**config.mk**
```make
export PLATFORM = sky130hd
export DESIGN_NAME = dual_port_ram
export DESIGN_NICKNAME = d
export VERILOG_FILES = /design/src/hw/dual_port_ram.sv
export SDC_FILE = /design/constraint.sdc
export NUM_CORES = 2
export LEC_CHECK = 0
export BUFFER_PORTS_ARGS = -buffer_cell sky130_fd_sc_hd__buf_2
export CAP_MARGIN = 40
export CORE_MARGIN = 3
export CORE_UTILIZATION = 45
export DETAILED_ROUTE_END_ITERATION = 8
export PLACE_DENSITY_LB_ADDON = 0.12
export REMOVE_ABC_BUFFERS = 1
export SLEW_MARGIN = 20
export SYNTH_ARGS = -nofsm -noshare
export SYNTH_HDL_FRONTEND = slang
export SYNTH_SLANG_ARGS = --single-unit
```
**constraint.sdc**
```tcl
create_clock -name bus_clk -period 6.5 [get_ports bus_clk]
set_clock_uncertainty 0.1 [all_clocks]
set_input_delay 0.65 -clock bus_clk [delete_from_list [all_inputs] [get_ports bus_clk]]
set_output_delay 0.65 -clock bus_clk [all_outputs]
set_load 0.02 [all_outputs]
```
**src/hw/dual_port_ram.sv**
```systemverilog
`timescale 1ns/1ns

module dual_port_ram #(
  parameter int DEPTH   = 256,
  parameter bit B_WRITE = 1'b0,
  localparam int ADDR_W = (DEPTH > 1) ? $clog2(DEPTH) : 1
) (
  input  logic              bus_clk,
  input  logic              a_en,
  input  logic              a_we,
  input  logic [ADDR_W-1:0] a_addr,
  input  logic [15:0]       a_din,
  output logic [15:0]       a_dout,
  input  logic              b_we,
  input  logic [ADDR_W-1:0] b_addr,
  input  logic [15:0]       b_din,
  output logic [15:0]       b_dout,
  input  logic              arst_n
);

  logic [15:0] mem [DEPTH];

  // Storage, host port first then core port
  always_ff @(posedge bus_clk) begin
    if (a_en && a_we) begin
      mem[a_addr] <= a_din;
    end
    if (B_WRITE && b_we) begin
      mem[b_addr] <= b_din;
    end
  end

  // Host read data only changes on a host read
  always_ff @(posedge bus_clk or negedge arst_n) begin
    if (!arst_n) begin
      a_dout <= '0;
    end else if (a_en && !a_we) begin
      a_dout <= mem[a_addr];
    end
  end

  // Core port reads every cycle, old data on a same-cycle write
  always_ff @(posedge bus_clk or negedge arst_n) begin
    if (!arst_n) begin
      b_dout <= '0;
    end else begin
      b_dout <= mem[b_addr];
    end
  end

  a_addr_in_range: assert property (
    @(posedge bus_clk) disable iff (!arst_n)
    a_en |-> (a_addr < DEPTH)
  ) else $error("host address out of range");

endmodule

```
Yosys cells after proc, flatten, opt, wreduce, memory -nomap -nowiden. Memories as Yosys holds them, arrays and structs flattened. A register that Yosys moved wholly into a read port is not among the register bits. Index checks and enable logic that the tools add are counted.

Reduce and logical (&&, ||, !) cells: 5. Muxes and demuxes: 2.

Operator list (number): zero test 1 bit (3); logical AND 1 bit (2); 2-to-1 mux 1 bit (2).

Output and inout bits: 32. Input port bits: 53. Memory bits (writable): 4096. Register bits after elaboration: 0. Memories: 1.

Memory list: mem (depth 256, width 16, rd ports 2, clocked after Yosys merged registers in 2, wr ports 1, RTL line 21) `logic [15:0] mem [DEPTH];`.

Longest topological paths before layout.
Depth in word-level cells: 3. Depth in mapped cells: 13.

Least setup slack after synthesis. Ideal clock, no wire load.

Kind: input to register. Start: input port a_addr[0]. End: memory mem[144][0], enable pin. Path buffers: 9. Cell stages on the path: 11. Data arrival time: 3.550 ns. Library setup time: 0.409 ns. Slack: 2.441 ns. Path through: buf_6 > buf_6 > buf_6 > buf_6 > buf_6 > buf_4 > buf_2 > buf_2 > or2_2 > clkbuf_1 > nor3_1.

RTL lines: from (decl) (RTL line 11) `input logic [ADDR_W-1:0] a_addr,`; to (decl) (RTL line 21).

Straight into the memory's write port.

==> flow_metrics.tcl <==
set metrics [dict create \
    grt_pass1_wl_um 930900 \
    worstSetupPathType "input pin to flop" \
    post_drt_wl_per_cell_um 44.80 \
    synth_top_flop_cell "edfxtp_1" \
    drt_iter0_drc 17030 \
    fin_crit_ns 4.167 \
    h-tree-depth 5 \
    ios 85 \
    ir_worst_vdd_mv 0.2243 \
    synth.avg_cell_area_sq_um 21.76 \
    drcViolationCount 0 \
    design.core.area_sq_mm 0.4205 \
    routed_wl_um 686000 \
    fmax_ghz 0.2400 \
    worstPathArrival_ns 4.93 \
    endpoint_kind "flop" \
    cp_max_fo 77 \
    synth-edff-count 4096 \
    worstPathRequired_ns 7.27 \
    max_slew_margin_pct 9.342 \
    yosysSeqAreaShare_pct 65.08 \
    syn_inst 8743 \
    start_util_pct 45.24 \
    dr.pass1.iters 8 \
    finalPower_uw 59900 \
    numCtsBuffers 448 \
    antenna_left 0 \
    status "complete, no violations" \
    antenna_found_initial 80 \
    rsz0062_at_grt "false" \
    port_buffers 67 \
    report.final.hold_viol_count 0 \
    fin_nets 9324 \
    synth_seq_cells 4128 \
    fin_cells 15310 \
    cts_resized 0 \
    dieArea_sq_mm 0.4305 \
    clkSinkCount 4128 \
    drive_gt1_share_pct 42.53 \
    fillers 33100 \
    setup_viol_count_final 0 \
    die_height_um 656.2 \
    ctsHoldBuffers 2 \
    cpPeakStageDelay_ns 0.79 \
    slew_violations 0 \
    drv_cap 0 \
    multi_input_area_sq_mm 0.06388 \
    cts_tree "yes" \
    async_reset_ff_share_pct 0.7752 \
    viasPerCell 7.032 \
    finalCritPeriodShare_pct 64.11 \
    startpoint_type "input pin" \
    synth_cell_types 55 \
    p_per_area_mw_per_mm2 276.5 \
    root_buffer "clkbuf_16" \
    cts_buffer_depth 4 \
    cts_setup_buffers 0 \
    leakage_uw 0.06718 \
    place_congestion 0.9327 \
    clk_latency_ns 1.04 \
    vias 107700 \
    dp.cells 14420 \
    gr-usage-all-layers_pct 31.60 \
    area_growth_pct 13.89 \
    dp_hpwl_um 440600 \
    die_w_um 656.2 \
    cp_cell_sequence "buf_12, buf_12, buf_4, mux4_2, mux4_2, a22oi_1, nand4_1, o32a_1" \
    tightest_slew_ns 1.360 \
    path_clk_slew_ns 0.06 \
    seqCellArea_sq_mm 0.1238 \
    grt_max_degree 195 \
    placementRows 238 \
    ys_warn_count 0 \
    synth_area_sq_mm 0.1902 \
    critPathSlowestCell "a22oi_1" \
    hold_class "input pin to flop" \
    grt_overflow 0 \
    grt_pass1_vias 107900 \
]
==> cell families after synthesis <==
family | count (synthesis) | synth area share (%)
buf+inv | 727 | 1.843
flops | 4128 | 65.08
mux | 2628 | 29.48
compound gates | 449 | 1.744
simple gates | 811 | 1.850
==> layout make-up <==
type | count | share of cell area [%]
timing repair buffer | 796 | 3.470
inverter | 9 | 0.02137
sequential | 4128 | 57.15
clock inverter | 243 | 1.067
tap | 5640 | 3.257
antenna | 37 | 0.04274
multi-input combinational | 3888 | 29.49
clock buffer | 572 | 5.510
==> layer usage <==
layer | up-vias | track usage (%) | routed length (um)
met5 | - | 0.3103 | 471
met4 | 47 | 15.17 | 38810
met3 | 1416 | 8.638 | 79300
met2 | 7212 | 48.85 | 320600
met1 | 59050 | 41.77 | 246800
li1 | 39960 | - | -
==> state kept, by name, summed over array words and instances (netlist names) <==
register  flops
b_dout       16
mem        4096
a_dout       16
==> worst paths after layout <==
kind                            cells past startpoint  slack (ns)              startpoint                     end
worst max-delay path                                8        2.33               a_addr[1]  a_dout[15]$_DFFE_PN0P_
worst min-delay path                                1        0.06                a_din[9]    mem[22][9]$_DFFE_PP_
worst max register to register                      7        2.87    mem[54][9]$_DFFE_PP_   a_dout[9]$_DFFE_PN0P_
worst min register to register                      2        0.51  a_dout[14]$_DFFE_PN0P_  a_dout[14]$_DFFE_PN0P_
max in group asynchronous                           3        5.36                  arst_n  a_dout[14]$_DFFE_PN0P_
min in group asynchronous                           3        0.28                  arst_n   a_dout[8]$_DFFE_PN0P_
==> through the flow <==
| step | cell area, sq um | TNS, ns | util (%) | setup WS (ns) | hold WS (ns) |
|---|---|---|---|---|---|
| global route | 216600 | 0 | 51.51 | 2.444 | 0.06327 |
| detailed placement | 201700 | 0 | 47.98 | 1.475 | 0.4951 |
| floorplan | 186700 | -5590.59 | - | -4.630 | 0.2544 |
| CTS | 216000 | 0 | 51.37 | 2.518 | 0.01042 |
| finish | 216600 | 0 | 51.52 | 2.333 | 0.05956 |
| global placement | 201100 | 0 | 47.82 | 1.155 | 0.4817 |
==> cell usage after synthesis, drive strengths merged, types with 5 or more instances <==
library cell | count | share of area [%]
a211oi | 12 | 0.047
dfrtp | 32 | 0.42
clkbuf | 302 | 0.60
edfxtp | 4096 | 65
o21ai | 36 | 0.095
o211ai | 12 | 0.047
and3 | 11 | 0.036
a31oi | 27 | 0.089
a22o | 24 | 0.11
nand3 | 55 | 0.14
a311oi | 16 | 0.074
o2111ai | 5 | 0.023
a221oi | 19 | 0.087
and2 | 7 | 0.023
o32ai | 7 | 0.032
o22a | 9 | 0.041
buf | 416 | 1.2
nor4 | 9 | 0.030
nor3 | 77 | 0.20
a22oi | 65 | 0.26
mux2i | 245 | 1.3
a32oi | 86 | 0.40
o32a | 6 | 0.032
nor2 | 269 | 0.53
nor2b | 16 | 0.053
nand2 | 309 | 0.61
nand2b | 8 | 0.026
inv | 7 | 0.014
o22ai | 49 | 0.16
mux4 | 2379 | 28
or3 | 7 | 0.023
and4 | 14 | 0.064
a21oi | 51 | 0.13
o221ai | 11 | 0.051
nand4 | 12 | 0.039
==> cells in the final DEF (no fill, tap or decap), types with 51 or more instances in the layout <==
master / count
a21oi_1: 51
a22oi_1: 65
a32oi_1: 86
buf_12: 80
buf_2: 56
buf_4: 595
clkbuf_1: 108
clkbuf_16: 457
clkinv_1: 92
clkinv_2: 80
edfxtp_1: 4096
mux2i_1: 244
mux4_2: 2379
nand2_1: 300
nor2_2: 207
==> worst max-delay path: cells and delay by family <==
family	cells	cell delay, ns
buf+inv	3	1.21
compound gates	2	1.16
simple gates	1	0.18
mux	2	1.03
==> power by group <==
part | leakage, uW | internal, uW | switching [uW]
Clock | 0.00696 | 14500 | 10700
Combinational | 0.0231 | 1960 | 3270
Sequential | 0.0372 | 29300 | 130
No activity file was read; power rests on OpenSTA's default activity.
