[config.mk]
export PLATFORM = sky130hd
export DESIGN_NAME = bus_decoder
export DESIGN_NICKNAME = d
export VERILOG_FILES = /design/src/hw/mem_map_pkg.sv /design/src/hw/bus_decoder.sv
export SDC_FILE = /design/constraint.sdc
export NUM_CORES = 1
export LEC_CHECK = 0
export BUFFER_PORTS_ARGS = -buffer_cell sky130_fd_sc_hd__buf_2
export CAP_MARGIN = 20
export CORE_AREA = 2 2 39 41
export CTS_CLUSTER_SIZE = 25
export DETAILED_ROUTE_END_ITERATION = 8
export DIE_AREA = 0 0 41 43
export GPL_ROUTABILITY_DRIVEN = 0
export GPL_TIMING_DRIVEN = 0
export PLACE_DENSITY = 0.6
export SYNTH_ARGS = -nofsm -noshare
export SYNTH_HDL_FRONTEND = slang
export SYNTH_SLANG_ARGS = --single-unit
[constraint.sdc]
create_clock -name bus_clk -period 1.5 [get_ports bus_clk]
set_clock_uncertainty 0.1 [all_clocks]
set_input_delay 0 -clock bus_clk [delete_from_list [all_inputs] [get_ports bus_clk]]
set_output_delay 0 -clock bus_clk [all_outputs]
set_load 0.01 [all_outputs]
[src/hw/mem_map_pkg.sv]
package mem_map_pkg;

  // Host region select codes
  typedef enum logic [1:0] {
    SEL_CONTROLLER = 2'b00,
    SEL_MOD        = 2'b01,
    SEL_DUTY_TABLE = 2'b10,
    SEL_UNUSED     = 2'b11
  } region_sel_e;

  // Sub-select inside the controller region, taken from addr[13:8]
  localparam logic [5:0] CNT_SEL_MAIN   = 6'h00;
  localparam logic [5:0] CNT_SEL_FILTER = 6'h01;

  // Configuration registers shadowed in the main controller RAM
  localparam logic [7:0] ADDR_MOD_WR_SEGMENT = 8'h20;
  localparam logic [7:0] ADDR_DUTY_WR_PAGE   = 8'h21;

  // Configuration view of a host data word
  typedef struct packed {
    logic [14:0] reserved;
    logic        cfg_bit;
  } host_cfg_t;

  // One host word, seen as memory data or as a config value
  typedef union packed {
    logic [15:0] raw;
    host_cfg_t   cfg;
  } host_word_u;

  // Single-strobe host request
  typedef struct packed {
    logic        en;
    logic        we;
    region_sel_e sel;
    logic [13:0] addr;
    host_word_u  data;
  } host_req_t;

endpackage

[src/hw/bus_decoder.sv]
`timescale 1ns/1ns

module bus_decoder #(
  parameter int NUM_SEGMENT = 2,
  localparam int SEG_W = (NUM_SEGMENT > 1) ? $clog2(NUM_SEGMENT) : 1
) (
  input  logic                  bus_clk,
  input  logic                  arst_n,
  input  mem_map_pkg::host_req_t host_req,
  output logic                  ctl_en,
  output logic                  filter_en,
  output logic                  duty_en,
  output logic                  mod_en,
  output logic [SEG_W-1:0]      wr_segment,
  output logic                  wr_page
);

  logic [5:0] cnt_sel;
  logic       is_ctl_region;

  assign cnt_sel       = host_req.addr[13:8];
  assign is_ctl_region = host_req.en && (host_req.sel == mem_map_pkg::SEL_CONTROLLER);

  // At most one region enable per request
  assign ctl_en    = is_ctl_region && (cnt_sel == mem_map_pkg::CNT_SEL_MAIN);
  assign filter_en = is_ctl_region && (cnt_sel == mem_map_pkg::CNT_SEL_FILTER);
  assign duty_en   = host_req.en && (host_req.sel == mem_map_pkg::SEL_DUTY_TABLE);
  assign mod_en    = host_req.en && (host_req.sel == mem_map_pkg::SEL_MOD);

  // Config registers follow controller writes to their addresses.
  // The same write also lands in the controller RAM.
  always_ff @(posedge bus_clk or negedge arst_n) begin
    if (!arst_n) begin
      wr_segment <= '0;
      wr_page    <= 1'b0;
    end else if (ctl_en && host_req.we) begin
      case (host_req.addr[7:0])
        mem_map_pkg::ADDR_MOD_WR_SEGMENT: begin
          wr_segment <= SEG_W'(host_req.data.cfg.cfg_bit);
        end
        mem_map_pkg::ADDR_DUTY_WR_PAGE: begin
          wr_page <= host_req.data.cfg.cfg_bit;
        end
        default: begin
        end
      endcase
    end
  end

  // Only one memory may see a host access
  region_enables_exclusive: assert property (
    @(posedge bus_clk) disable iff (!arst_n)
    $onehot0({ctl_en, filter_en, duty_en, mod_en})
  ) else $error("more than one region enable active");

endmodule

Word level (Yosys, flattened, before mapping)
Index checks and enable logic that the tools add are counted.
{ "op_classes": {"n_eq_ne": 5, "reduce_logical": 10} }
{ "op_table": {"columns": ["cell", "count"], "rows": [
  ["equality test 8 x 6 -> 1 bit (second input constant)", 2],
  ["equality test 6 x 1 -> 1 bit (second input constant)", 1],
  ["logical AND 1 bit", 6],
  ["logical NOT 6 bit", 1],
  ["AND reduction 2 bit", 2],
  ["equality test 2 x 1 -> 1 bit (second input constant)", 1],
  ["equality test 2 bit (second input constant)", 1],
  ["logical NOT 2 bit", 1]
]} }
{ "word_totals": {"register_bits": 2, "out_inout_bits": 6, "elab_cells": 17} }

Logic depth before layout (Yosys ltp)
{ "logic_depth": {"depth_word": 5, "mapped_depth": 4, "depth_no_buf": 4} }

Least setup slack after synthesis
Ideal clock, no wire load.
{ "synth_timing": {"path_type": "input-to-reg", "start": "in host_req[25] (netlist name)", "end": "reg wr_segment", "setup_ns": 0.127, "arrival_ns": 1.260, "t_required_ns": 1.273, "path_slack_ns": 0.012, "cell_stages": 4, "n_path_buf": 0, "path_cell_list": "or4_4 nor3_2 nand4b_1 mux2_1"} }
{ "synth_between": {"elab_chain_len": 4} }
{ "synth_lines": {"columns": ["element", "line_no", "text"], "rows": [
  ["start: declaration", "bus_decoder.sv:9", "input mem_map_pkg::host_req_t host_req,"],
  ["logical NOT 6 bit", "bus_decoder.sv:25", "assign ctl_en = is_ctl_region && (cnt_sel == mem_map_pkg::CNT_SEL_MAIN);"],
  ["logical AND 1 bit", "bus_decoder.sv:25", null],
  ["named net ctl_en", "bus_decoder.sv:10", "output logic ctl_en,"],
  ["logical AND 1 bit", "bus_decoder.sv:36", "end else if (ctl_en && host_req.we) begin"],
  ["AND reduction 2 bit (no source line)", null, null],
  ["end signal: assignment", "bus_decoder.sv:39", "wr_segment <= SEG_W'(host_req.data.cfg.cfg_bit);"],
  ["end: declaration", "bus_decoder.sv:14", "output logic [SEG_W-1:0] wr_segment,"]
]} }
The timed path passes the listed nets, and every way through them passes these cells.
A chain may end at the register's enable or synchronous reset.

Final worst setup path
{ "layout_timing": {"start": "in host_req[30] (netlist name)", "end": "reg wr_segment"} }
{ "layout_between": {"elab_chain_len": 5} }
{ "layout_lines": {"columns": ["element", "line_no", "text"], "rows": [
  ["logical NOT 2 bit", "bus_decoder.sv:22", "assign is_ctl_region = host_req.en && (host_req.sel == mem_map_pkg::SEL_CONTROLLER);"],
  ["logical AND 1 bit", "bus_decoder.sv:22", null],
  ["logical AND 1 bit", "bus_decoder.sv:25", null],
  ["logical AND 1 bit", "bus_decoder.sv:36", null],
  ["AND reduction 2 bit (no source line)", null, null]
]} }
No other way between the ends.

==> run_summary.xml <==
<?xml version="1.0" encoding="UTF-8"?>
<metrics>
  <group name="power">
    <metric name="power.share.sequential" unit="">0.251</metric>
    <metric name="power_switching" unit="mW">0.0442</metric>
    <metric name="power.share.switching" unit="">0.204</metric>
    <metric name="power_density" unit="nW/um2">585</metric>
    <metric name="ir_worst_vdd" unit="V">0.000175</metric>
    <metric name="comb_power_share" unit="">0.211</metric>
    <metric name="totalPowerFinal" unit="mW">0.217</metric>
    <metric name="cellInternalPower" unit="mW">0.173</metric>
    <metric name="power_frac_clock" unit="">0.538</metric>
    <metric name="power.static_leakage" unit="nW">0.205</metric>
  </group>
  <group name="outcome">
    <metric name="run_status" unit="">complete, no violations</metric>
  </group>
  <group name="sta">
    <metric name="timing_worst_slew_pin_value" unit="ns">0.356</metric>
    <metric name="min_period_over_period" unit="">0.889</metric>
    <metric name="grt_setup_unrepaired" unit="">false</metric>
    <metric name="fmax" unit="MHz">750</metric>
    <metric name="finalCriticalPeriod" unit="ns">1.33</metric>
    <metric name="hold_violations" unit="">0</metric>
    <metric name="relative_slew_slack" unit="">0.759</metric>
    <metric name="final_max_tran_viols" unit="">0</metric>
    <metric name="setup_ws_post_layout" unit="ns">0.166</metric>
    <metric name="finalSetupViolCount" unit="">0</metric>
  </group>
  <group name="global_routing">
    <metric name="grtUsageTotal" unit="">0.0701</metric>
    <metric name="grt_start_max_net_pins" unit="">4</metric>
    <metric name="grt_first_pass_wirelength" unit="um">786</metric>
    <metric name="grt_antenna_before_repair" unit="">0</metric>
    <metric name="gr-total-overflow" unit="">0</metric>
    <metric name="first_global_vias" unit="">270</metric>
  </group>
  <group name="yosys">
    <metric name="simple_gate_area_share_of_the_yosys_netlist" unit="">0.545</metric>
    <metric name="syn-cell-area" unit="um2">168</metric>
    <metric name="synth_fp_nets" unit="">52</metric>
    <metric name="synth_top_cell_area_share" unit="">0.299</metric>
    <metric name="synth_async_sr_flop_share" unit="">1.00</metric>
    <metric name="yosys_register_bits" unit="">2</metric>
    <metric name="largest_family_of_logic_cells_by_synthesized_area" unit="">simple AND/OR/NAND/NOR gates</metric>
    <metric name="synth-edff-count" unit="">0</metric>
    <metric name="post_synth_mux_area_share" unit="">0.134</metric>
    <metric name="synth_xor_xnor_area_share" unit="">0</metric>
    <metric name="yosysSeqAreaShare" unit="">0.299</metric>
    <metric name="most_common_library_cells_after_synthesis" unit="">sky130_fd_sc_hd__dfrtp_1, sky130_fd_sc_hd__mux2_1</metric>
    <metric name="synth-adder-area-share" unit="">0</metric>
    <metric name="synth-compound-area-share" unit="">0</metric>
    <metric name="syn_inst" unit="">16</metric>
    <metric name="avgSynthCellArea" unit="um2">10.5</metric>
    <metric name="postSynth.topFlopCell" unit="">sky130_fd_sc_hd__dfrtp_1</metric>
    <metric name="synth.distinct_cells" unit="">14</metric>
    <metric name="synth.area.top_cells" unit="">sky130_fd_sc_hd__dfrtp_1, sky130_fd_sc_hd__mux2_1, sky130_fd_sc_hd__nor4b_2</metric>
    <metric name="synthesis.yosys.warnings" unit="">0</metric>
    <metric name="synth_top_cell_by_area" unit="">sky130_fd_sc_hd__dfrtp_1</metric>
  </group>
  <group name="die">
    <metric name="die_area" unit="um2">1760</metric>
    <metric name="fp-row-count" unit="">14</metric>
    <metric name="chip_height" unit="um">43</metric>
    <metric name="initial_standard_cell_utilization_of_the_core" unit="">0.121</metric>
    <metric name="die_width" unit="um">41</metric>
    <metric name="io-pin-count" unit="">42</metric>
    <metric name="design.core.area" unit="um2">1380</metric>
  </group>
  <group name="setup_path">
    <metric name="r2r_cells" unit="">1</metric>
    <metric name="worst-setup-path-type" unit="">in -&gt; reg</metric>
    <metric name="reg2reg_slack" unit="ns">0.62</metric>
    <metric name="endpoint_kind" unit="">flop</metric>
    <metric name="critical_path.reg2reg.startpoint" unit="">wr_segment$_DFFE_PN0P_</metric>
    <metric name="cp.arrival" unit="ns">1.33</metric>
    <metric name="launching_element_type_of_the_critical_path" unit="">primary input</metric>
    <metric name="cp_max_fo" unit="">3</metric>
    <metric name="cp_data_required_time" unit="ns">1.50</metric>
    <metric name="worstReg2RegEnd" unit="">wr_segment$_DFFE_PN0P_</metric>
  </group>
  <group name="run">
    <metric name="maxCapViolations" unit="">0</metric>
  </group>
  <group name="clock_network">
    <metric name="clockRootBuffer" unit="">sky130_fd_sc_hd__clkbuf_4</metric>
    <metric name="htree_levels" unit="">1</metric>
    <metric name="clk_pin_slew_worst_paths" unit="ns">0.03</metric>
    <metric name="clock_sink_count" unit="">2</metric>
    <metric name="post_cts_hold_buffer_count" unit="">3</metric>
    <metric name="clock_insertion_delay_worst_skew" unit="ns">0.22</metric>
    <metric name="cts.repair_timing.setup_buffer_count" unit="">0</metric>
    <metric name="cts_made_buffers" unit="">3</metric>
    <metric name="cts_resized" unit="">0</metric>
    <metric name="cts_tree" unit="">yes</metric>
    <metric name="clock_tree.buffer_depth" unit="">2</metric>
  </group>
  <group name="layout">
    <metric name="multi_input_comb_area" unit="um2">114</metric>
    <metric name="num-nets-final" unit="">86</metric>
    <metric name="layout_area_overhead" unit="%">121</metric>
    <metric name="area.sequential" unit="um2">50.0</metric>
    <metric name="layout.cells.non_filler" unit="">64</metric>
    <metric name="drive_above_1_share" unit="">0.667</metric>
    <metric name="fillCellCount" unit="">159</metric>
    <metric name="post_layout_utilization_of_the_core" unit="">0.268</metric>
    <metric name="antenna-diode-count" unit="">0</metric>
  </group>
  <group name="placement">
    <metric name="dp_hpwl" unit="um">448</metric>
    <metric name="post-place-cells" unit="">58</metric>
    <metric name="placement.io_buffers" unit="">26</metric>
    <metric name="minimum_setup_slack_after_placement" unit="ns">-0.0853</metric>
  </group>
  <group name="min_path">
    <metric name="hold_class" unit="">in -&gt; reg</metric>
    <metric name="hold_path_depth" unit="">3</metric>
    <metric name="hold_path_startpoint" unit="">host_req[16]</metric>
    <metric name="hold_path_end" unit="">wr_page$_DFFE_PN0P_</metric>
  </group>
  <group name="detailed_routing">
    <metric name="ant_nets" unit="">0</metric>
    <metric name="detail_route.iter0.violations" unit="">2</metric>
    <metric name="dr.pass1.iters" unit="">2</metric>
    <metric name="totalWireLength" unit="um">521</metric>
    <metric name="drt-vias-per-instance" unit="">4.05</metric>
    <metric name="num_vias" unit="">259</metric>
    <metric name="routed_wire_length_per_instance" unit="um">8.14</metric>
    <metric name="route.detailed.drc" unit="">0</metric>
  </group>
</metrics>
-- through the flow --
step	hold slack [ns]	area (um2)	TNS, ns
after detailed placement	-0.311	318	-0.169
after CTS	0.0201	370	0
after floorplan	-0.396	168	0
after global placement	-0.316	318	-0.164
final	0.0198	370	0
after global routing	0.0463	370	0
-- routing by layer --
metal  wire length (um)  GRT usage
met5                  0          0
met4                  0     0.0800
met3                 62     0.0157
met2                300      0.128
met1                158     0.0447
-- layout make-up --
class / instances / area share
multi-input cells: 13 / 0.307
flip-flops and latches: 2 / 0.135
clock buffers: 3 / 0.0608
repair buffers: 29 / 0.432
well taps: 16 / 0.0541
inverters: 1 / 0.0101
-- power by group through the flow --
stage	combinational [mW]	clock [mW]	sequential, mW
floorplan	0.00930	0	0.0550
global placement	0.0386	0	0.0550
detailed placement	0.0402	0	0.0549
CTS	0.0462	0.128	0.0544
global route	0.0516	0.131	0.0543
finish	0.0457	0.117	0.0544
-- how the worst max path moves through the flow --
| stage | from | endpoint | slack (ns) | cells past startpoint |
|---|---|---|---|---|
| 2_1_floorplan | host_req[25] | wr_segment$_DFFE_PN0P_ | 0.01 | 4 |
| 6_report | host_req[30] | wr_segment$_DFFE_PN0P_ | 0.17 | 5 |
| 4_1_cts | host_req[25] | wr_segment$_DFFE_PN0P_ | 0.15 | 5 |
| 3_5_place_dp | host_req[25] | wr_segment$_DFFE_PN0P_ | -0.09 | 5 |
| 3_3_place_gp | host_req[30] | wr_segment$_DFFE_PN0P_ | -0.08 | 5 |
| 5_1_grt | host_req[30] | wr_page$_DFFE_PN0P_ | 0.08 | 5 |
-- cell usage in the layout (no fill, tap or decap), drive strengths merged --
cell type / synthesis / layout
buf: 0 / 26
clkbuf: 0 / 3
dlygate4sd3: 0 / 3
mux2: 2 / 2
dfrtp: 2 / 2
nor3: 2 / 2
nor4b: 2 / 2
or4: 1 / 1
or4b: 1 / 1
inv: 1 / 1
nand2: 1 / 1
nor2: 1 / 1
and3b: 1 / 1
nand4b: 1 / 1
nand4: 1 / 1
-- critical path, stage by stage --
cell and delay (ns):
sky130_fd_sc_hd__buf_2 0.11, sky130_fd_sc_hd__or4b_1 0.56, sky130_fd_sc_hd__nor3_2 0.20, sky130_fd_sc_hd__nand4b_1 0.14
sky130_fd_sc_hd__mux2_1 0.33
-- state kept, by name, summed over array words and instances (netlist names) --
signal and cells:
wr_page 1, wr_segment 1
-- logic make-up after synthesis --
family                 count (synthesis)
AND/OR/NAND/NOR                       11
buffers and inverters                  1
flip-flops                             2
multiplexers                           2
Power figures use the tool's default switching activity.
